**src/logic/cpu_pkg.sv**
```systemverilog
package cpu_pkg;

    // Datapath and register index widths
    localparam int xlen     = 32;
    localparam int reg_aw   = 5;
    localparam int alu_op_w = 3;

    // Major opcodes of the supported subset
    localparam logic [6:0] op_rtype  = 7'b0110011;
    localparam logic [6:0] op_itype  = 7'b0010011;
    localparam logic [6:0] op_load   = 7'b0000011;
    localparam logic [6:0] op_store  = 7'b0100011;
    localparam logic [6:0] op_branch = 7'b1100011;

    // funct3 and funct7 codes
    localparam logic [2:0] f3_add_sub = 3'b000;
    localparam logic [2:0] f3_slt     = 3'b010;
    localparam logic [2:0] f3_or      = 3'b110;
    localparam logic [2:0] f3_and     = 3'b111;
    localparam logic [2:0] f3_beq     = 3'b000;
    localparam logic [6:0] f7_sub     = 7'b0100000;

    typedef enum logic [alu_op_w-1:0] {
        alu_add,
        alu_sub,
        alu_and,
        alu_or,
        alu_slt
    } alu_op_t;

    typedef struct packed {
        logic [6:0]        funct7;
        logic [reg_aw-1:0] rs2;
        logic [reg_aw-1:0] rs1;
        logic [2:0]        funct3;
        logic [reg_aw-1:0] rd;
        logic [6:0]        opcode;
    } r_fmt_t;

    typedef struct packed {
        logic [11:0]       imm;
        logic [reg_aw-1:0] rs1;
        logic [2:0]        funct3;
        logic [reg_aw-1:0] rd;
        logic [6:0]        opcode;
    } i_fmt_t;

    typedef struct packed {
        logic [6:0]        imm_hi;
        logic [reg_aw-1:0] rs2;
        logic [reg_aw-1:0] rs1;
        logic [2:0]        funct3;
        logic [4:0]        imm_lo;
        logic [6:0]        opcode;
    } s_fmt_t;

    // Branch offset bits are scattered, bit 0 is implied zero
    typedef struct packed {
        logic              imm_12;
        logic [5:0]        imm_10_5;
        logic [reg_aw-1:0] rs2;
        logic [reg_aw-1:0] rs1;
        logic [2:0]        funct3;
        logic [3:0]        imm_4_1;
        logic              imm_11;
        logic [6:0]        opcode;
    } b_fmt_t;

    typedef union packed {
        r_fmt_t r_fmt;
        i_fmt_t i_fmt;
        s_fmt_t s_fmt;
        b_fmt_t b_fmt;
    } rv_inst_t;

endpackage

```
**src/logic/mem_stage.sv**
```systemverilog
`timescale 1ns/100ps

module mem_stage import cpu_pkg::*; #(
    parameter int dmem_depth = 64
) (
    input  logic              clk,
    input  logic              rst,
    input  logic              mem_valid,
    input  logic [xlen-1:0]   mem_alu_result,
    input  logic [xlen-1:0]   mem_store_data,
    input  logic [xlen-1:0]   mem_target,
    input  logic              mem_zero,
    input  logic [reg_aw-1:0] mem_rd,
    input  logic              mem_mem_read,
    input  logic              mem_mem_write,
    input  logic              mem_branch,
    input  logic              mem_reg_write,
    output logic              branch_taken,
    output logic [xlen-1:0]   target,
    output logic              wb_valid,
    output logic [reg_aw-1:0] wb_rd,
    output logic [xlen-1:0]   wb_data,
    output logic              st_valid,
    output logic [xlen-1:0]   st_addr,
    output logic [xlen-1:0]   st_data
);

    localparam int daw = $clog2(dmem_depth);

    logic [xlen-1:0] dmem [dmem_depth];
    logic [daw-1:0]  dmem_idx;
    logic [xlen-1:0] load_data;
    logic            wb_is_load;
    logic [xlen-1:0] wb_load_data;
    logic [xlen-1:0] wb_alu_result;

    assign dmem_idx  = mem_alu_result[daw+1:2];
    assign load_data = dmem[dmem_idx];

    always_ff @(posedge clk) begin
        if (st_valid) begin
            dmem[dmem_idx] <= mem_store_data;
        end
    end

    // beq resolves here, zero came from rs1 - rs2
    assign branch_taken = mem_valid && mem_branch && mem_zero;
    assign target       = mem_target;

    // Store trace in the write cycle
    assign st_valid = mem_valid && mem_mem_write;
    assign st_addr  = mem_alu_result;
    assign st_data  = mem_store_data;

    // Writes to x0 never reach the trace
    always_ff @(posedge clk) begin
        if (rst) begin
            wb_valid <= 1'b0;
        end else begin
            wb_valid <= mem_valid && mem_reg_write && mem_rd != '0;
        end
    end

    always_ff @(posedge clk) begin
        wb_rd         <= mem_rd;
        wb_is_load    <= mem_mem_read;
        wb_load_data  <= load_data;
        wb_alu_result <= mem_alu_result;
    end

    assign wb_data = wb_is_load ? wb_load_data : wb_alu_result;

    assert property (@(posedge clk) disable iff (rst)
        (mem_valid && (mem_mem_read || mem_mem_write)) |-> (mem_alu_result[1:0] == 2'b00));

endmodule

```
**config.mk**
```make
export PLATFORM = sky130hd
export DESIGN_NAME = mem_stage
export DESIGN_NICKNAME = d
export VERILOG_FILES = /design/src/logic/cpu_pkg.sv /design/src/logic/mem_stage.sv
export SDC_FILE = /design/constraint.sdc
export NUM_CORES = 2
export LEC_CHECK = 0
export BUFFER_PORTS_ARGS = -buffer_cell sky130_fd_sc_hd__clkbuf_2
export CORE_AREA = 2 2 497 548
export DETAILED_ROUTE_END_ITERATION = 12
export DIE_AREA = 0 0 499 550
export GPL_TIMING_DRIVEN = 0
export HOLD_SLACK_MARGIN = 0.03
export MAX_ROUTING_LAYER = met4
export SLEW_MARGIN = 20
export SYNTH_ARGS = -nofsm -noshare
export SYNTH_HDL_FRONTEND = slang
export SYNTH_SLANG_ARGS = --single-unit
```
**constraint.sdc**
```tcl
create_clock -name clk -period 4.4 [get_ports clk]
set_input_delay 0.66 -clock clk [delete_from_list [all_inputs] [get_ports clk]]
set_output_delay 0.66 -clock clk [all_outputs]
set_load 0.01 [all_outputs]
```
======== Word-level counts from Yosys, hierarchy flattened ========
Memories as Yosys holds them, arrays and structs flattened. A register that Yosys moved wholly into a read port is not among the register bits.
Cells that the tools add are included.
operators by class
  multiplexer cells ....................... 3
  reductions and logical operators ........ 6
operators by type and width
  cell                count
  2-to-1 mux 32 bit   1
  logical AND 1 bit   5
  nonzero test 5 bit  1
  2-to-1 mux 1 bit    2
word-level totals
  register bits ........................... 39
  memory bits (writable) .................. 2048
  input bits .............................. 109
  output and inout bits ................... 136
  logic and storage cells ................. 14
  memories ................................ 1
memories
  name  depth  width  read ports  clocked after memory_dff  wr ports  line             RTL
  dmem  64     32     1           1                         1         mem_stage.sv:30  logic [xlen-1:0] dmem [dmem_depth];

======== Logic depth before layout (Yosys ltp) ========
  depth after elaboration ................. 3
  mapped depth ............................ 12
  mapped depth without buffers ............ 6

======== Worst setup path before layout ========
No wires, ideal clock.
  path type ............................... input-to-reg
  start ................................... input port mem_alu_result[2]
  end ..................................... memory dmem[0][0], enable pin
  library setup time ...................... 0.421 ns
  arrival time ............................ 3.484 ns
  required time ........................... 3.979 ns
  path slack .............................. 0.495 ns
  stages on the path ...................... 7
  path buffers ............................ 4
  cells stage by stage .................... buf_4 nor3_2 clkbuf_1 buf_2 buf_2 nand2_1 nor2_1
RTL lines
  element             line             RTL
  start: declaration  mem_stage.sv:9   input logic [xlen-1:0] mem_alu_result,
  end: declaration    mem_stage.sv:30
Straight into the memory's write port.

======== Worst setup path after layout ========
  start ................................... input port mem_alu_result[4]
  end ..................................... memory dmem[56][28], enable pin
Straight into the memory's write port.

==> results.py <==
metrics = {
    "outcome": {
        "outcome": "finished, violations left",
        "violations": "setup timing",
    },
    "synth": {
        "synth.net_count": 4602,
        "synthCells": 4493,
        "ys_ff_latch": 2119,
        "avgSynthCellArea_um2": 17.86,
        "yosys_most_used_dff": "edfxtp_1",
        "ys_seq_area_share_pct": 78.41,
        "synth_edf_count": 2048,
        "synth_area_um2": 80240,
        "synth.distinct_cells": 60,
        "ys_warn_count": 0,
        "async_flop_share_pct": 0,
    },
    "sta": {
        "slew_headroom_pct": 18.60,
        "fin_crit_sh_pct": 102.4,
        "slew_violations": 0,
        "clock.fmax_ghz": 0.2220,
        "setup_viol": 39,
        "rsz0062_at_grt": "false",
        "worstMarginPinSlew_ns": 1.221,
        "finalClockSkew_ns": 0.07175,
        "fin_crit_ns": 4.504,
        "finalHoldViolCount": 0,
        "setup_slack_ns": -0.1037,
    },
    "route": {
        "antenna_left": 0,
        "vias_per_cell": 5.483,
        "drtPass1Iterations": 6,
        "num_vias": 48335,
        "dr.first_iter.drc_count": 7198,
        "wire_per_inst_um": 31.04,
        "wirelength_um": 273700,
        "drc_errors": 0,
    },
    "setup_path": {
        "worst-path-max-fanout": 17,
        "worstPathCellList": "clkbuf_2, buf_6, nor3_4, clkbuf_2, buf_2, buf_2, nand2_1, nor2_4, buf_16",
        "criticalPathCategory": "input pin to register",
        "end_kind": "register",
        "slowest_delay_ns": 0.81,
        "critical_path_buf_inv_count": 6,
        "start_kind": "input pin",
        "slowest_stage": "nor2_4",
        "cp_top_family": "buffers and inverters",
        "worstPathRequired_ns": 4.97,
        "arrival_ns": 5.08,
    },
    "floorplan": {
        "core_um2": 269000,
        "die_area_um2": 274500,
        "initial_core_util_pct": 29.83,
        "io_pins": 245,
        "die_height_um": 550,
        "die_w_um": 499,
        "rows": 200,
    },
    "finish": {
        "finalNonFillerCells": 8816,
        "drive_gt1_share_pct": 22.28,
        "layout_commonest_cell": "edfxtp_1",
        "final_cell_mix": "edfxtp_1 (2,048), a221oi_1 (293), a22oi_1 (273)",
        "fin_area_um2": 96340,
        "area_delta_synth_final_pct": 20.07,
        "fin_nets": 5201,
    },
    "placed_design": {
        "dp_hpwl_um": 188500,
        "port-buffer-count": 212,
        "place_ws_ns": -1.188,
        "dpl_cell_area_um2": 88630,
        "place_inst": 8342,
        "place.gp.congestion": 0.9843,
    },
    "clocking": {
        "insertion_delay_ns": 0.89,
        "cts_root_buffer": "clkbuf_16",
        "tritoncts": "done",
        "clkTransAtPathRegs_ns": 0.06,
        "clk_path_buf_depth": 3,
        "cts_max_level": 4,
        "cts-buffers-inserted": 203,
        "cts.sinks": 2119,
    },
    "global_routing": {
        "grt_pass1_wl_um": 370400,
        "grt_pass1_vias": 46677,
        "grt_antenna_before_repair": 27,
        "grt_max_degree": 66,
        "grt-ovfl-total": 0,
        "gr-usage-all-layers_pct": 19.84,
    },
    "power": {
        "powerDensity_nw_per_um2": 445.2,
        "vdd_drop_max_mv": 0.4624,
        "leakage_uw": 0.03064,
    },
    "min_path": {
        "hold_class": "input pin to register",
    },
    "job": {
        "cap_viol_max_count": 0,
    },
}
[what timing repair did]
action | in CTS | in global routing
buffers inserted | 19 | 25
cloned | 0 | 0
gates resized for setup | 3 | 2
pin swaps | 12 | 8
endpoints found under the hold margin | 36 | 0
endpoints found under the setup margin | 453 | 185
hold buffers | 37 | 0
[logic make-up after synthesis]
kind of cell	Yosys count	share of synthesized area, %
flip-flops	2119	78.41
AO/OA/AOI/OAI	1156	10.51
AND/OR/NAND/NOR	415	2.319
buffers and inverters	414	2.727
multiplexers	389	6.035
[report_power, final]
| group | internal (µW) | switching, µW | leakage [µW] |
|---|---|---|---|
| registers | 22200 | 37.9 | 0.0190 |
| logic | 806 | 1960 | 0.00832 |
| clock network | 9990 | 7860 | 0.00331 |
[metal layers]
metal	track usage (%)	vias to the layer above	share of wire (%)
li1	-	19686	-
met1	23.37	24669	36
met2	31.00	3238	46
met3	4.366	742	10
met4	12.35	0	7.5
met5	-	-	0
[metrics by stage]
step / utilization, % / hold slack (ns) / setup TNS [ns] / power, µW
2_1_floorplan: - / 0.5664 / 0 / 23870
3_3_place_gp: 31.87 / 0.6510 / -5360.84 / 25290
3_5_place_dp: 32.95 / 0.6410 / -1182.29 / 25400
4_1_cts: 35.70 / 0.05356 / 0 / 43010
5_1_grt: 35.81 / 0.08718 / 0 / 43910
6_report: 35.81 / 0.09819 / -1.704 / 42900
[synth_stat cells (3+ instances only)]
cell type / instances / area, µm²
edfxtp_1: 2048 / 61500
a221oi_1: 293 / 2566
a22oi_1: 273 / 2049
nor2_1: 235 / 882.1
a21oi_1: 191 / 955.9
mux2i_1: 174 / 1742
mux2_2: 157 / 1768
clkbuf_1: 152 / 570.6
buf_4: 115 / 863.3
buf_2: 98 / 490.5
o21ai_0: 96 / 480.5
dfxtp_1: 71 / 1421
o22ai_1: 66 / 412.9
nand2_1: 65 / 244.0
mux4_2: 47 / 1059
a22o_1: 46 / 402.9
a2bb2oi_1: 38 / 332.8
buf_1: 37 / 138.9
a211oi_1: 30 / 225.2
a31oi_1: 27 / 168.9
a41oi_1: 26 / 227.7
nor3_1: 19 / 95.09
nand4_1: 18 / 112.6
a222oi_1: 16 / 160.2
and3_1: 15 / 93.84
o211ai_1: 15 / 112.6
or4_1: 15 / 112.6
or3_1: 14 / 87.58
o21a_1: 13 / 97.59
mux4_1: 10 / 262.8
nor2b_1: 7 / 43.79
o221ai_1: 7 / 61.31
buf_6: 6 / 67.56
and2_1: 4 / 25.02
nand3_1: 4 / 20.02
nand3b_1: 4 / 30.03
a2111oi_0: 3 / 26.28
and3b_1: 3 / 26.28
nor3b_1: 3 / 22.52
o32ai_1: 3 / 26.28
[final timing paths]
path | from | to | slack, ns | cells after the start
setup / recovery | mem_alu_result[4] | dmem[56][28] | -0.10 | 9
hold / removal | mem_store_data[27] | dmem[20][27] | 0.1 | 1
setup reg to reg | dmem[41][6] | wb_load_data[6] | 1.65 | 5
hold reg to reg | dmem[58][7] | wb_load_data[7] | 0.67 | 3
[area by class of cell]
| type | count | area, µm² |
|---|---|---|
| fillers | 24837 | 172700 |
| diodes | 16 | 40.04 |
| repair buffers | 396 | 4327 |
| inverters | 2 | 7.507 |
| well taps | 3535 | 4423 |
| multi-input cells | 1960 | 15640 |
| plain buffers | 410 | 2195 |
| clock inverters | 136 | 1475 |
| clock buffers | 242 | 5319 |
| flip-flops and latches | 2119 | 62920 |
[worst register-to-register path, stage by stage (launching register included)]
cell and delay [ns]:
edfxtp_1 0.37, a221oi_1 0.28, nor2_1 0.13, o21ai_0 0.71, and3_1 0.46, nand4_1 0.47
[flip-flops by register name (all words and copies together) (netlist names)]
name and count:
dmem 2048, wb_alu_result 32, wb_is_load 1, wb_load_data 32
wb_rd 5, wb_valid 1
Power figures use the tool's default switching activity.
