--- src/logic/cpu_pkg.sv ---
package cpu_pkg;

    // Datapath and register index widths
    localparam int xlen     = 32;
    localparam int reg_aw   = 5;
    localparam int alu_op_w = 3;

    // Major opcodes of the supported subset
    localparam logic [6:0] op_rtype  = 7'b0110011;
    localparam logic [6:0] op_itype  = 7'b0010011;
    localparam logic [6:0] op_load   = 7'b0000011;
    localparam logic [6:0] op_store  = 7'b0100011;
    localparam logic [6:0] op_branch = 7'b1100011;

    // funct3 and funct7 codes
    localparam logic [2:0] f3_add_sub = 3'b000;
    localparam logic [2:0] f3_slt     = 3'b010;
    localparam logic [2:0] f3_or      = 3'b110;
    localparam logic [2:0] f3_and     = 3'b111;
    localparam logic [2:0] f3_beq     = 3'b000;
    localparam logic [6:0] f7_sub     = 7'b0100000;

    typedef enum logic [alu_op_w-1:0] {
        alu_add,
        alu_sub,
        alu_and,
        alu_or,
        alu_slt
    } alu_op_t;

    typedef struct packed {
        logic [6:0]        funct7;
        logic [reg_aw-1:0] rs2;
        logic [reg_aw-1:0] rs1;
        logic [2:0]        funct3;
        logic [reg_aw-1:0] rd;
        logic [6:0]        opcode;
    } r_fmt_t;

    typedef struct packed {
        logic [11:0]       imm;
        logic [reg_aw-1:0] rs1;
        logic [2:0]        funct3;
        logic [reg_aw-1:0] rd;
        logic [6:0]        opcode;
    } i_fmt_t;

    typedef struct packed {
        logic [6:0]        imm_hi;
        logic [reg_aw-1:0] rs2;
        logic [reg_aw-1:0] rs1;
        logic [2:0]        funct3;
        logic [4:0]        imm_lo;
        logic [6:0]        opcode;
    } s_fmt_t;

    // Branch offset bits are scattered, bit 0 is implied zero
    typedef struct packed {
        logic              imm_12;
        logic [5:0]        imm_10_5;
        logic [reg_aw-1:0] rs2;
        logic [reg_aw-1:0] rs1;
        logic [2:0]        funct3;
        logic [3:0]        imm_4_1;
        logic              imm_11;
        logic [6:0]        opcode;
    } b_fmt_t;

    typedef union packed {
        r_fmt_t r_fmt;
        i_fmt_t i_fmt;
        s_fmt_t s_fmt;
        b_fmt_t b_fmt;
    } rv_inst_t;

endpackage

--- src/logic/if_stage.sv ---
`timescale 1ns/100ps

module if_stage import cpu_pkg::*; #(
    parameter int imem_depth = 64
) (
    input  logic                          clk,
    input  logic                          rst,
    input  logic                          prog_we,
    input  logic [$clog2(imem_depth)-1:0] prog_addr,
    input  logic [xlen-1:0]               prog_data,
    input  logic                          stall,
    input  logic                          branch_taken,
    input  logic [xlen-1:0]               target,
    output logic                          id_valid,
    output logic [xlen-1:0]               id_pc,
    output logic [xlen-1:0]               id_inst
);

    localparam int iaw = $clog2(imem_depth);

    logic [xlen-1:0] pc;
    logic [xlen-1:0] imem [imem_depth];
    logic [xlen-1:0] fetch_word;

    // Program load, only while the core sits in reset
    always_ff @(posedge clk) begin
        if (rst && prog_we) begin
            imem[prog_addr] <= prog_data;
        end
    end

    // Word addressed, low two PC bits ignored
    assign fetch_word = imem[pc[iaw+1:2]];

    // Redirect wins over stall
    always_ff @(posedge clk) begin
        if (rst) begin
            pc <= '0;
        end else if (branch_taken) begin
            pc <= target;
        end else if (!stall) begin
            pc <= pc + xlen'(4);
        end
    end

    // IF/ID valid, cleared by a taken branch
    always_ff @(posedge clk) begin
        if (rst) begin
            id_valid <= 1'b0;
        end else if (branch_taken) begin
            id_valid <= 1'b0;
        end else if (!stall) begin
            id_valid <= 1'b1;
        end
    end

    always_ff @(posedge clk) begin
        if (!branch_taken && !stall) begin
            id_pc   <= pc;
            id_inst <= fetch_word;
        end
    end

endmodule

--- config.mk ---
export PLATFORM = sky130hd
export DESIGN_NAME = if_stage
export DESIGN_NICKNAME = d
export VERILOG_FILES = /design/src/logic/cpu_pkg.sv /design/src/logic/if_stage.sv
export SDC_FILE = /design/constraint.sdc
export NUM_CORES = 2
export LEC_CHECK = 0
export ABC_CLOCK_PERIOD_IN_PS = 6200
export BUFFER_PORTS_ARGS = -buffer_cell sky130_fd_sc_hd__buf_2
export CORE_MARGIN = 5
export CORE_UTILIZATION = 49
export CTS_CLUSTER_SIZE = 10
export DETAILED_ROUTE_END_ITERATION = 12
export PLACE_DENSITY = 0.67
export REMOVE_ABC_BUFFERS = 1
export SYNTH_ARGS = -nofsm -noshare
export SYNTH_HDL_FRONTEND = slang
export SYNTH_SLANG_ARGS = --single-unit
--- constraint.sdc ---
create_clock -name clk -period 6.2 [get_ports clk]
set_input_delay 1.24 -clock clk [delete_from_list [all_inputs] [get_ports clk]]
set_output_delay 1.24 -clock clk [all_outputs]
set_load 0.05 [all_outputs]
Word level (Yosys, flattened, before mapping):

Memory sizes are Yosys's and may differ from the RTL's. A register that Yosys moved wholly into a read port is not among the register bits.
Index checks and enable logic that the tools add are counted.

* register bits: 65
* latch bits: 0
* memory bits (writable): 2048
* ROM bits: 0
* bits of input ports: 75
* output and inout port bits: 65
* word-level logic and storage cells: 15
* memories: 1

* add/subtract/negate cells: 1
* multipliers: 0
* divide/modulo/power cells: 0
* $lt $le $gt $ge: 0
* equal/unequal tests: 1
* shifts and indexed selects: 0
* multiplexer cells: 4
* bitwise gates (word level): 0
* reductions and logical operators: 5

Memory list
* imem: depth 64, width 32, rd ports 1, clocked after memory_dff 1, write ports 1, line if_stage.sv:22 `logic [xlen-1:0] imem [imem_depth];`

Operator list (count)
* $mux 32: 2
* $add 32x3->32 const B: 1
* $logic_and 1x1->1: 2
* $logic_not 1->1: 2
* $mux 1: 2
* $ne 2x1->1 const B: 1
* $reduce_or 2->1: 1

Logic depth before layout (Yosys ltp):

* depth after elaboration: 3
* depth in mapped cells: 9
* depth with buffers taken out: 6

Worst setup path before layout:

No wires, ideal clock.

* kind: input-to-reg
* from: in branch_taken
* to: reg id_inst[0] (read register of imem), enable pin
* setup time: 487 ps
* arrival time: 4152 ps
* data required time: 5713 ps
* setup slack: 1562 ps
* stages: 2
* path buffers: 1
* cells stage by stage: clkbuf_1 -> nor2_1

* longest elaborated chain between the ends: 2

RTL lines
* from (decl): line if_stage.sv:12 `input logic branch_taken,`
* $logic_not 1->1: line if_stage.sv:58 `if (!branch_taken && !stall) begin`
* $logic_and 1x1->1: line if_stage.sv:58
* to (decl): line if_stage.sv:16 `output logic [xlen-1:0] id_inst`

Every way passes these cells.
A chain may end at the register's enable or synchronous reset.

==> run summary <==
The run finished with clean final reports. The clock sink count is 2145. The tree is rooted in a sky130_fd_sc_hd__clkbuf_16. The ratio of cells with drive above 1 in the final layout is 24.81%.

In this run the power density over the cells is between 300 and 400 nW/um^2. The vertical die dimension is around 420 um. In this run the worst setup path begins at pc[4]$_SDFFE_PP0N_.

The cell accounting for the most synthesized area is sky130_fd_sc_hd__edfxtp_1. The startpoint identified for the worst register-to-register timing path is pc[4]$_SDFFE_PP0N_. The count of state elements after synthesis came out at about 2100. TritonCTS built the clock tree. The average vias per placed instance is 6.359. STA classifies the critical path endpoint as a flip-flop.

The post-cts gate resize count came out at 0. Summing over every cut layer, the via total after detailed routing is ~40000. Subtracting the final worst setup slack from the clock period gives 4.091 ns. The switching portion of total power came out at 21.79%.

The highest ir drop seen on vdd came out at 0.2901 mV. Setup repair after global routing left no endpoint under its margin. The final critical path takes up 65.99% of the cycle.

Among all cell types in the netlist, the one instantiated most often is sky130_fd_sc_hd__edfxtp_1. The first routing iteration left 4929 violations. For this design, the slowest cell found on the critical path is sky130_fd_sc_hd__a211oi_1. The total detailed-routing wirelength is 210.2 mm.

The first-pass GRT wire length is 298.0 mm. The number of library cell types mapped by synthesis came out at 52. Buffers placed on the I/O ports in this run total 139. The number of synthesized flops with an enable pin came out at 2112. The largest clock skew in the final design came out at between 0.04 and 0.05 ns. The final weighted congestion in routability-driven placement came out at roughly 0.88. The reported net switching power came out at 6.514 mW.

Counting the fill cells in the layout gives 12170. The post-CTS setup repair buffer count came out at 0. By area the synthesized netlist is led by sky130_fd_sc_hd__edfxtp_1 78%, sky130_fd_sc_hd__mux4_2 11%, sky130_fd_sc_hd__mux2i_1 3.1%. The async set or reset register ratio after synthesis is 0%.

The floorplan die area came out at 175100 sq um. The area share of the leading cell type in the synthesized netlist is 77.58%. Summed over all layers, the global routing overflow is 0.

In this run the most critical hold path is launched from pc[0]$_SDFFE_PP0P_. The path category of the worst min-delay check is flip-flop to flip-flop. The final number of max-transition violations was 0. The first-pass iteration count of the detailed router is 6. The critical path required time is 6.74 ns. The largest net degree at the start of global routing came out at 96. The final non-filler cell total came out at 6247.

The buffer and inverter count on the worst path is 1. The highest net fanout along the worst path came out at 43. Relative to the synthesized area, the layout overhead comes to 12.31%. The relative slew slack came out at 15.67%. The total power after layout came out at 29.90 mW. The worst setup path is launched from a flip-flop. The setup-violating endpoint count in the final report is 0. At the pin with the least slew margin, the transition time is 1.257 ns.

The clock network burns 39.8% of the power. The cell area after technology mapping is between 80000 and 90000 sq um. The number of nets with antenna violations after routing is 0. The number of top-level pins came out at 140. The number of levels in the clock H-tree is 4. The proportion of power drawn by combinational gates is ~6.2%. The sequential element share of the synthesized area came out at 78.39%.

The final hold violation count is 0. The horizontal die dimension is 418.5 um. The count of synthesis-stage warnings from yosys is 0. The initial utilization of the core area, before any placement, comes to 49.11%. By count the netlist is led by 2112 x sky130_fd_sc_hd__edfxtp_1, 416 x sky130_fd_sc_hd__mux4_2, 254 x sky130_fd_sc_hd__mux2i_1, 111 x sky130_fd_sc_hd__nor2_1, 102 x sky130_fd_sc_hd__buf_2. The internal portion of the total power is 23.38 mW. The clock latency on the worst-skew pair is 0.86 ns. On the worst path, the slowest cell contributes a delay of 1.08 ns. The pre-CTS setup slack came out at 2.014 ns. The cell row count is 150. The half-perimeter wire length after detailed placement came out at 121.5 mm. In this run the mean area of a mapped cell was 21.84 sq um.

The area inside the core boundary is around 170000 sq um. The primary flip-flop cell chosen by synthesis mapping is sky130_fd_sc_hd__edfxtp_1. The clock slew seen by the registers of the worst setup and hold paths came out at 0.06 ns. For this run, design rule violations remaining after detail routing come to 0. The via count of the first global-routing pass came out at 39610. The number of antenna violations at the first check in global routing came to 19. The final-stage net count came out at 4068. Counting the buffers created by CTS gives 233. In the synthesized netlist, the number of instances is 3743.

The family of cells with the greatest summed delay on the critical path is compound AO/OA/AOI/OAI gates. The total of max-cap violations came out at 0. The post-cts hold buffer count came out at 0. Traced cell by cell, the critical path runs through buf_4 > nor2b_4 > a221oi_1 > a211oi_1 > o21ai_0. The minimum setup slack in the final design came out at 2.109 ns. The routed wire length per instance is between 30 and 40 um. The worst hold slack came out at 0.4308 ns. The maximum buffer depth of the clock tree came out at 3. The peak clock frequency supported by timing came out at 244.4 MHz. The endpoint arrival time on the critical path came out at 4.63 ns. The global-route usage over all layers is between 20% and 30%. The critical path in this run is classified as flip-flop to flip-flop. The total instance count after detailed placement came out at 5961.

The sequential share of power is a little over half. The reported leakage power is 27.71 nW.
-- metal layers --
| metal | track usage [%] | vias up | part of all wire (%) |
|---|---|---|---|
| li1 | - | 16280 | - |
| met1 | 32.04 | 21040 | 37 |
| met2 | 39.01 | 2061 | 49 |
| met3 | 5.457 | 339 | 9.4 |
| met4 | 9.448 | 6 | 4.3 |
| met5 | 0 | - | 0.018 |
-- kinds of logic (layout without fill, tap and decap cells) --
logic type	Yosys count	count (layout)	synth area share [%]
compound gates	412	412	3.774
xor+xnor	25	25	0.2678
fa+ha+maj	1	1	0.01530
buf+inv	224	516	1.276
flops	2145	2145	78.39
mux	684	684	14.76
other cells	0	8	0
simple gates	252	252	1.517
-- through the flow --
step / util [%] / TNS [ns] / cell area, sq um
final: 55.15 / 0 / 91810
after global routing: 55.14 / 0 / 91800
after CTS: 55.14 / 0 / 91790
after detailed placement: 51.41 / 0 / 85580
after global placement: 51.41 / 0 / 85580
after floorplan: - / -848.46 / 80730
-- power groups by stage --
stage | logic (mW) | clock network (mW) | registers [mW]
after floorplan | 1.43 | 0 | 16.7
after global placement | 1.84 | 0 | 16.4
after detailed placement | 1.86 | 0 | 16.4
after CTS | 1.86 | 12.0 | 16.1
after global routing | 1.92 | 12.6 | 16.1
final | 1.85 | 11.9 | 16.1
-- cells in the final DEF (no fill, tap or decap), types with 21 or more instances in the layout --
master                         n
sky130_fd_sc_hd__a211oi_1     88
sky130_fd_sc_hd__a21oi_1      36
sky130_fd_sc_hd__a221oi_1     32
sky130_fd_sc_hd__a22o_1       23
sky130_fd_sc_hd__a22oi_1      46
sky130_fd_sc_hd__buf_2       125
sky130_fd_sc_hd__buf_4        98
sky130_fd_sc_hd__clkbuf_1     27
sky130_fd_sc_hd__clkbuf_16   235
sky130_fd_sc_hd__dfxtp_1      27
sky130_fd_sc_hd__edfxtp_1   2112
sky130_fd_sc_hd__mux2i_1     254
sky130_fd_sc_hd__mux4_2      416
sky130_fd_sc_hd__nand2_1      42
sky130_fd_sc_hd__nor2_1       45
sky130_fd_sc_hd__nor2_4       66
sky130_fd_sc_hd__nor2b_1      29
sky130_fd_sc_hd__o21ai_0      35
sky130_fd_sc_hd__o221ai_1     71
sky130_fd_sc_hd__o22a_1       30
sky130_fd_sc_hd__o22ai_1      36
sky130_fd_sc_hd__xnor2_1      21
-- area by class of cell --
type,instances,area [sq um],area share (%)
inverters,5,18.77,0.02044
repair buffers,233,1562,1.701
clock buffers,262,5982,6.515
well taps,2204,2758,3.003
clock inverters,16,231.5,0.2521
diodes,8,20.02,0.02180
flip-flops and latches,2145,64100,69.82
multi-input cells,1374,17140,18.67
-- state kept, by name, indices dropped and copies added, names as in the netlist --
name	cells
id_valid	1
id_inst	32
id_pc	32
pc	32
imem	2048
-- worst paths after layout --
check | cells past startpoint | endpoint | slack [ns]
max reg2reg | 5 | id_inst[13]$_DFFE_PP_ | 2.11
min | 0 | id_pc[0]$_DFFE_PP_ | 0.43
max | 5 | id_inst[13]$_DFFE_PP_ | 2.11
min reg2reg | 0 | id_pc[0]$_DFFE_PP_ | 0.43
Power figures use the tool's default switching activity.
