### src/logic/cpu_pkg.sv
package cpu_pkg;

    // Datapath and register index widths
    localparam int xlen     = 32;
    localparam int reg_aw   = 5;
    localparam int alu_op_w = 3;

    // Major opcodes of the supported subset
    localparam logic [6:0] op_rtype  = 7'b0110011;
    localparam logic [6:0] op_itype  = 7'b0010011;
    localparam logic [6:0] op_load   = 7'b0000011;
    localparam logic [6:0] op_store  = 7'b0100011;
    localparam logic [6:0] op_branch = 7'b1100011;

    // funct3 and funct7 codes
    localparam logic [2:0] f3_add_sub = 3'b000;
    localparam logic [2:0] f3_slt     = 3'b010;
    localparam logic [2:0] f3_or      = 3'b110;
    localparam logic [2:0] f3_and     = 3'b111;
    localparam logic [2:0] f3_beq     = 3'b000;
    localparam logic [6:0] f7_sub     = 7'b0100000;

    typedef enum logic [alu_op_w-1:0] {
        alu_add,
        alu_sub,
        alu_and,
        alu_or,
        alu_slt
    } alu_op_t;

    typedef struct packed {
        logic [6:0]        funct7;
        logic [reg_aw-1:0] rs2;
        logic [reg_aw-1:0] rs1;
        logic [2:0]        funct3;
        logic [reg_aw-1:0] rd;
        logic [6:0]        opcode;
    } r_fmt_t;

    typedef struct packed {
        logic [11:0]       imm;
        logic [reg_aw-1:0] rs1;
        logic [2:0]        funct3;
        logic [reg_aw-1:0] rd;
        logic [6:0]        opcode;
    } i_fmt_t;

    typedef struct packed {
        logic [6:0]        imm_hi;
        logic [reg_aw-1:0] rs2;
        logic [reg_aw-1:0] rs1;
        logic [2:0]        funct3;
        logic [4:0]        imm_lo;
        logic [6:0]        opcode;
    } s_fmt_t;

    // Branch offset bits are scattered, bit 0 is implied zero
    typedef struct packed {
        logic              imm_12;
        logic [5:0]        imm_10_5;
        logic [reg_aw-1:0] rs2;
        logic [reg_aw-1:0] rs1;
        logic [2:0]        funct3;
        logic [3:0]        imm_4_1;
        logic              imm_11;
        logic [6:0]        opcode;
    } b_fmt_t;

    typedef union packed {
        r_fmt_t r_fmt;
        i_fmt_t i_fmt;
        s_fmt_t s_fmt;
        b_fmt_t b_fmt;
    } rv_inst_t;

endpackage

### src/logic/ex_stage.sv
`timescale 1ns/100ps

module ex_stage import cpu_pkg::*; (
    input  logic              clk,
    input  logic              rst,
    input  logic              flush,
    input  logic              ex_valid,
    input  logic [xlen-1:0]   ex_pc,
    input  logic [reg_aw-1:0] ex_rs1,
    input  logic [reg_aw-1:0] ex_rs2,
    input  logic [reg_aw-1:0] ex_rd,
    input  logic [xlen-1:0]   ex_imm,
    input  logic [xlen-1:0]   ex_rdata1,
    input  logic [xlen-1:0]   ex_rdata2,
    input  alu_op_t           ex_alu_op,
    input  logic              ex_alu_src_imm,
    input  logic              ex_mem_read,
    input  logic              ex_mem_write,
    input  logic              ex_branch,
    input  logic              ex_reg_write,
    input  logic              wb_valid,
    input  logic [reg_aw-1:0] wb_rd,
    input  logic [xlen-1:0]   wb_data,
    output logic              mem_valid,
    output logic [xlen-1:0]   mem_alu_result,
    output logic [xlen-1:0]   mem_store_data,
    output logic [xlen-1:0]   mem_target,
    output logic              mem_zero,
    output logic [reg_aw-1:0] mem_rd,
    output logic              mem_mem_read,
    output logic              mem_mem_write,
    output logic              mem_branch,
    output logic              mem_reg_write
);

    logic            mem_fwd_ok;
    logic [xlen-1:0] fwd_a;
    logic [xlen-1:0] fwd_b;
    logic [xlen-1:0] op_b;
    logic [xlen-1:0] result;

    // A load in EX/MEM has no data yet, the stall covers that case
    assign mem_fwd_ok = mem_valid && mem_reg_write && !mem_mem_read && mem_rd != '0;

    always_comb begin
        if (mem_fwd_ok && mem_rd == ex_rs1) begin
            fwd_a = mem_alu_result;
        end else if (wb_valid && wb_rd == ex_rs1) begin
            fwd_a = wb_data;
        end else begin
            fwd_a = ex_rdata1;
        end
    end

    always_comb begin
        if (mem_fwd_ok && mem_rd == ex_rs2) begin
            fwd_b = mem_alu_result;
        end else if (wb_valid && wb_rd == ex_rs2) begin
            fwd_b = wb_data;
        end else begin
            fwd_b = ex_rdata2;
        end
    end

    assign op_b = ex_alu_src_imm ? ex_imm : fwd_b;

    always_comb begin
        case (ex_alu_op)
            alu_add: result = fwd_a + op_b;
            alu_sub: result = fwd_a - op_b;
            alu_and: result = fwd_a & op_b;
            alu_or:  result = fwd_a | op_b;
            alu_slt: result = {{(xlen-1){1'b0}}, $signed(fwd_a) < $signed(op_b)};
            default: result = '0;
        endcase
    end

    always_ff @(posedge clk) begin
        if (rst) begin
            mem_valid <= 1'b0;
        end else begin
            mem_valid <= ex_valid && !flush;
        end
    end

    always_ff @(posedge clk) begin
        if (!flush) begin
            mem_alu_result <= result;
            mem_store_data <= fwd_b;
            mem_target     <= ex_pc + ex_imm;
            mem_zero       <= (result == '0);
            mem_rd         <= ex_rd;
            mem_mem_read   <= ex_mem_read;
            mem_mem_write  <= ex_mem_write;
            mem_branch     <= ex_branch;
            mem_reg_write  <= ex_reg_write;
        end
    end

    assert property (@(posedge clk) disable iff (rst)
        ex_valid |-> ex_alu_op inside {alu_add, alu_sub, alu_and, alu_or, alu_slt});

endmodule

### config.mk
export PLATFORM = sky130hd
export DESIGN_NAME = ex_stage
export DESIGN_NICKNAME = d
export VERILOG_FILES = /design/src/logic/cpu_pkg.sv /design/src/logic/ex_stage.sv
export SDC_FILE = /design/constraint.sdc
export NUM_CORES = 1
export LEC_CHECK = 0
export ABC_CLOCK_PERIOD_IN_PS = 8300
export BUFFER_PORTS_ARGS = -buffer_cell sky130_fd_sc_hd__buf_2
export CORE_MARGIN = 2
export CORE_UTILIZATION = 30
export DETAILED_ROUTE_END_ITERATION = 8
export GPL_ROUTABILITY_DRIVEN = 0
export HOLD_SLACK_MARGIN = 0.05
export PLACE_DENSITY = 0.6
export SLEW_MARGIN = 20
export SYNTH_ARGS = -nofsm -noshare
export SYNTH_HDL_FRONTEND = slang
export SYNTH_SLANG_ARGS = --single-unit
export TNS_END_PERCENT = 100
### constraint.sdc
create_clock -name clk -period 8.3 [get_ports clk]
set_clock_uncertainty 0.05 [all_clocks]
set_input_delay 0.83 -clock clk [delete_from_list [all_inputs] [get_ports clk]]
set_output_delay 0.83 -clock clk [all_outputs]
set_load 0.01 [all_outputs]
* Word-level counts from Yosys, hierarchy flattened
Cells that the tools add are included.
** Storage, ports and cells
- Bits in registers :: 107
- Input port bits :: 193
- Word-level logic and storage cells :: 43
** Cells by class
- Add/subtract/negate cells :: 3
- $lt $le $gt $ge :: 1
- Equality and inequality tests :: 8
- Mux-type cells :: 6
- Bitwise gates (word level) :: 2
- Reductions and logical operators :: 13
** Operator list (count)
- two-way mux 32 bit :: 5
- case mux 32 bit (5 select lines) :: 1
- adder 32 bit :: 2
- bitwise AND 32 bit :: 1
- logical NOT 32 bit :: 1
- less-than comparator 32 bit :: 1
- bitwise OR 32 bit :: 1
- subtractor 32 bit :: 1
- == test 5 bit :: 4
- logical AND 1 bit :: 8
- == test 3 x 2 -> 1 bit (second input constant) :: 2
- nonzero test 5 bit :: 1
- == test 3 x 1 -> 1 bit (second input constant) :: 1
- == test 3 bit (second input constant) :: 1
- logical NOT 3 bit :: 1
- logical NOT 1 bit :: 2

* Logic depth before layout (Yosys ltp)
- Word-level depth :: 9
- Mapped depth :: 23
- Depth with buffers taken out :: 22

* Least setup slack after synthesis
No wires, ideal clock.
- Kind :: input port to flip-flop
- Start point :: in wb_rd[2]
- End point :: reg mem_zero, data pin
- Setup time :: 0.170 ns
- Data arrival time :: 6.757 ns
- Required time :: 8.080 ns
- Path slack :: 1.323 ns
- Stages :: 22
- Buffers on the path :: 2
- Path through :: xor2_1 > nor4_1 > and3_1 > clkbuf_1 > clkbuf_1 > mux2i_1 > o21ai_0 > mux2_2 > ha_1 > fa_1 > o21ba_1 > o21bai_1 > a22oi_1 > xor2_1 > a22o_1 > or4_1 > or3_1 > or4_1 > or4_1 > or4_1 > or4_1 > nor4_2
** Between the ends
- Longest elaborated chain between the ends :: 8
- Elaborated cells between the ends (all ways) :: 16
- Classes of those cells :: add/sub: 2; order compare: 1; eq/ne: 2; mux: 6; bitwise: 2; reduce/logical: 3
** RTL lines
- start, declared :: line ex_stage.sv:22 : input logic [reg_aw-1:0] wb_rd,
- == test 5 bit (*) :: line ex_stage.sv:58 : end else if (wb_valid && wb_rd == ex_rs2) begin
- logical AND 1 bit (*) :: line ex_stage.sv:58
- two-way mux 32 bit (*) :: line ex_stage.sv:58
- two-way mux 32 bit (*) :: line ex_stage.sv:56 : if (mem_fwd_ok && mem_rd == ex_rs2) begin
- net fwd_b[0] :: line ex_stage.sv:38 : logic [xlen-1:0] fwd_b;
- two-way mux 32 bit (*) :: line ex_stage.sv:65 : assign op_b = ex_alu_src_imm ? ex_imm : fwd_b;
- subtractor 32 bit or adder 32 bit (tied branches) :: line ex_stage.sv:70, ex_stage.sv:69
- case mux 32 bit (5 select lines) (*) :: line ex_stage.sv:68 : case (ex_alu_op)
- net result[4] :: line ex_stage.sv:40 : logic [xlen-1:0] result;
- logical NOT 32 bit (*) :: line ex_stage.sv:91 : mem_zero <= (result == '0);
- end signal, assigned :: line ex_stage.sv:91
- end, declared :: line ex_stage.sv:28 : output logic mem_zero,
Mark *: on every way through the listed nets, which the timed path passes. The rest lies on a longest branch.
A chain may end at the register's enable or synchronous reset.

* Worst setup path after layout
Same ends and word-level chain as after synthesis.

==> results.txt <==
- The flow ran to the end, and the final reports show no timing, DRC or antenna violations.
- CTS max path bufs: 2
- In this run the power density over the cells is 140.6 mW/mm².
- Worst-skew pair later-pin latency: 0.37 ns
- Worst vdd ir: 0.09409 mV
* Delay of the slowest cell on the worst path: 0.54 ns
- Post-route cell area: 0.01372 mm²
* Hold_buf cts: 0
- In this run the tool buffered the top-level ports with 299 buffer cells.
- After detailed routing, the number of remaining DRC violations is 0.
- The floorplan has 71 rows.
* Number of gates resized after CTS: 0
- Proportion of synthesized flip-flops having asynchronous set or reset: 0
* Ordered cell list for the critical path: buf_2 > xor2_1 > nor4_1 > and3_2 > buf_4 > mux2i_1 > o21ai_0 > mux2_2 > ha_1 > nor2_1 > a221o_1 > or4_1 > o21ai_0 > o21ai_0 > o21ai_0 > a21oi_1 > a211o_1 > or4_1 > or4_1 > or4_1 > nor4_2
- CTS H-tree depth: 3
* Part of the Yosys area used for sequential elements: 0.2786
- The pre-antenna-repair detailed-routing pass consisted of 6 iterations.
- Placement Cell Area: 0.01345 mm²
- Primary flip-flop cell chosen by synthesis mapping: edfxtp_1
* Routed wire length per instance: 19.68 µm
- CP endpoint kind: flip-flop
* Final core area utilization: 0.3644
- The number of placed instances, taps included, is 2098.
- Cell family contributing the most delay on the critical path: simple AND/OR/NAND/NOR gates
* Mapped Area: 0.01150 mm²
* Wire length of the first global-routing pass: 62090 µm
* Routed wire length: 41650 µm
- The share of synthesized area in the top cell type comes to 0.2768.
- Dividing the detail-routed via count by the number of cells gives 5.352.
- The number of clock buffers added by TritonCTS is 9.
- Placement Setup Slack: 0.8903 ns
* Critical path buffers and inverters: 2
- Vertical die dimension: 199.8 µm
- Normalized max-slew margin: 0.3699
- Max-cap violations in this run came to 0.
- The synthesized design contains 106 enable-type register cells.
- Critical-path top delay cell: or4_1
- Antenna violations before repair: 2
- Post-synthesis instance total: 1348
- Achievable Freq: 141.2 MHz
- The detail route stage leaves a number of antenna-violating nets equal to 0.
- The tree is rooted in a clkbuf_16.
* Final worst path period need: 7.081 ns
* Post-route fraction of the period consumed by the critical path: 0.8531
- The die is 199.8 µm wide.
- Vias post-DR: 11330
- Area Growth Syn to Fin: 19.36%
* Core Footprint: 0.03767 mm²
* Clock-pin slew reported for the worst setup and hold paths after clock tree synthesis: 0.08 ns
- Proportion of layout cells with a drive suffix above 1: 0.2333
* Via count of the first global-routing pass: 10710
- Across every metal layer, demand over resource in global routing totals 0.2014.
* Die area: 0.03991 mm²
- Worst min-delay path class: primary input to flip-flop
* Post-synthesis area per instance: 8.530 µm²
- Maximum fanout count along the critical path: 22
- Entering global routing, the biggest net connects 95 pins.
- Clock tree synthesis found a total of 107 sinks.
- Grt ovf: 0
* CTS tree: built
* Startpoint types: primary input
* Unrepaired setup endpoints after global routing: no
* HPWL after detailed placement: 33790 µm
- Startpoint-to-endpoint class of the critical path: primary input to flip-flop
- Worst endpoint data arrival time: 7.23 ns
- Post-CTS setup-driven buffer insertion count: 0
* Slew Viols, Final: 0
- The number of hold violations in the final report came to 0.
- Final Non-Filler Cells: 2116
* Count of state elements after synthesis: 107
- In the final design database the tool counted 1921 nets.
- Post-Route Setup TNS: 0 ns
* IO Pins: 300
* Number of unique standard cell types used by synthesis: 73
* Post-synthesis cell type with the largest combined area: edfxtp_1
* Starting utilization of the core area: 0.3053
* Leakage power: 5.884 nW
- Syn Nets: 1671
- Setup slack closes at 1.219 ns.
- Most area-consuming cells after synthesis: edfxtp_1 (28%), ha_1 (14%), mux2i_1 (6.1%)
* Initial DRC Count: 1049
* Worst slew pin tran: 0.9452 ns
- Required time at the endpoint of the critical path: 8.45 ns
- Setup violations remaining at the end of the flow were counted as 0.
* Warning count from the yosys run: 0
## cell usage in the layout, fill, tap and decap left out, types with 18 or more instances in the layout
cell and count:
mux2i_1 70, nand3_1 18, xnor2_1 51, nand2_1 127
xor2_1 20, nor2_1 70, inv_1 112, a21o_1 19
a21oi_1 83, nor3_1 21, buf_2 299, edfxtp_1 106
o21ai_0 135, ha_1 127, mux2_2 29
## path summary, 6_finish.rpt
path	cells past startpoint	end	startpoint	slack [ns]
hold reg to reg	2	mem_store_data[14]$_DFFE_PN_	mem_alu_result[14]$_DFFE_PN_	0.59
setup / recovery	21	mem_zero$_DFFE_PN_	wb_rd[2]	1.22
hold / removal	2	mem_valid$_SDFF_PP0_	rst	0.58
setup reg to reg	20	mem_zero$_DFFE_PN_	mem_rd[1]$_DFFE_PN_	1.26
## synth_stat cells, types with 5 or more instances
master	n
a2111oi_0	5
a211o_1	6
a211oi_1	14
a21boi_0	7
a21o_1	19
a21oi_1	83
a31oi_1	15
and3_1	18
buf_2	6
clkbuf_1	59
edfxtp_1	106
ha_1	127
inv_1	113
mux2_2	29
mux2i_1	70
nand2_1	127
nand2b_1	13
nand3_1	18
nand4_1	5
nor2_1	70
nor2b_1	12
nor3_1	21
nor3b_1	9
nor4_1	16
o211ai_1	10
o21a_1	15
o21ai_0	135
o21bai_1	13
o22ai_1	16
o31a_1	8
o31ai_1	11
or2_2	7
or3_1	12
or4_1	11
xnor2_1	51
xor2_1	20
## final cells by class
cell class | instances | area [µm²]
Tap cell | 511 | 639.4
Multi-Input combinational cell | 1058 | 7609
Sequential cell | 107 | 3203
Clock buffer | 10 | 229.0
Inverter | 113 | 426.7
Antenna cell | 2 | 5.005
Timing Repair Buffer | 309 | 1572
Clock inverter | 6 | 41.29
Fill cell | 3928 | 23940
## registers in the layout, summed over array words and instances, names as in the netlist
name,flops
mem_rd,5
mem_valid,1
mem_branch,1
mem_mem_write,1
mem_store_data,32
mem_zero,1
mem_alu_result,32
mem_mem_read,1
mem_target,32
mem_reg_write,1
## per-layer routing
layer,wire length [µm],up-vias,track usage
li1,-,5393,-
met1,18400,5449,0.2713
met2,19640,420,0.3346
met3,2520,63,0.02403
met4,1088,0,0.06694
met5,0,-,0
## power breakdown
group / internal [W] / leakage, nW / switching (W) / total [W]
clock network: 0.000205 / 0.127 / 0.000225 / 0.000430
registers: 0.000666 / 1.06 / 0.0000304 / 0.000696
logic: 0.000321 / 4.69 / 0.000482 / 0.000803
total: 0.00119 / 5.88 / 0.000738 / 0.00193
## stage by stage
stage	hold slack [ns]	total power, W
2_1_floorplan	0.5895	0.001226
3_3_place_gp	0.5440	0.001490
3_5_place_dp	0.5715	0.001497
4_1_cts	0.5595	0.001925
5_1_grt	0.5686	0.002038
6_report	0.5753	0.001929
## logic make-up (layout without fill, tap and decap cells)
| logic type | after synthesis | count (layout) | synth area share |
|---|---|---|---|
| DFF | 107 | 107 | 0.2786 |
| muxes | 100 | 100 | 0.09129 |
| buffers and inverters | 183 | 438 | 0.06104 |
| adders and majority gates | 130 | 130 | 0.1434 |
| and+or+nand+nor | 352 | 352 | 0.1485 |
| AOI/OAI and AO/OA | 405 | 405 | 0.2231 |
| xor gates and xnor gates | 71 | 71 | 0.05408 |
| other | 0 | 2 | 0 |
Power figures use the tool's default switching activity.
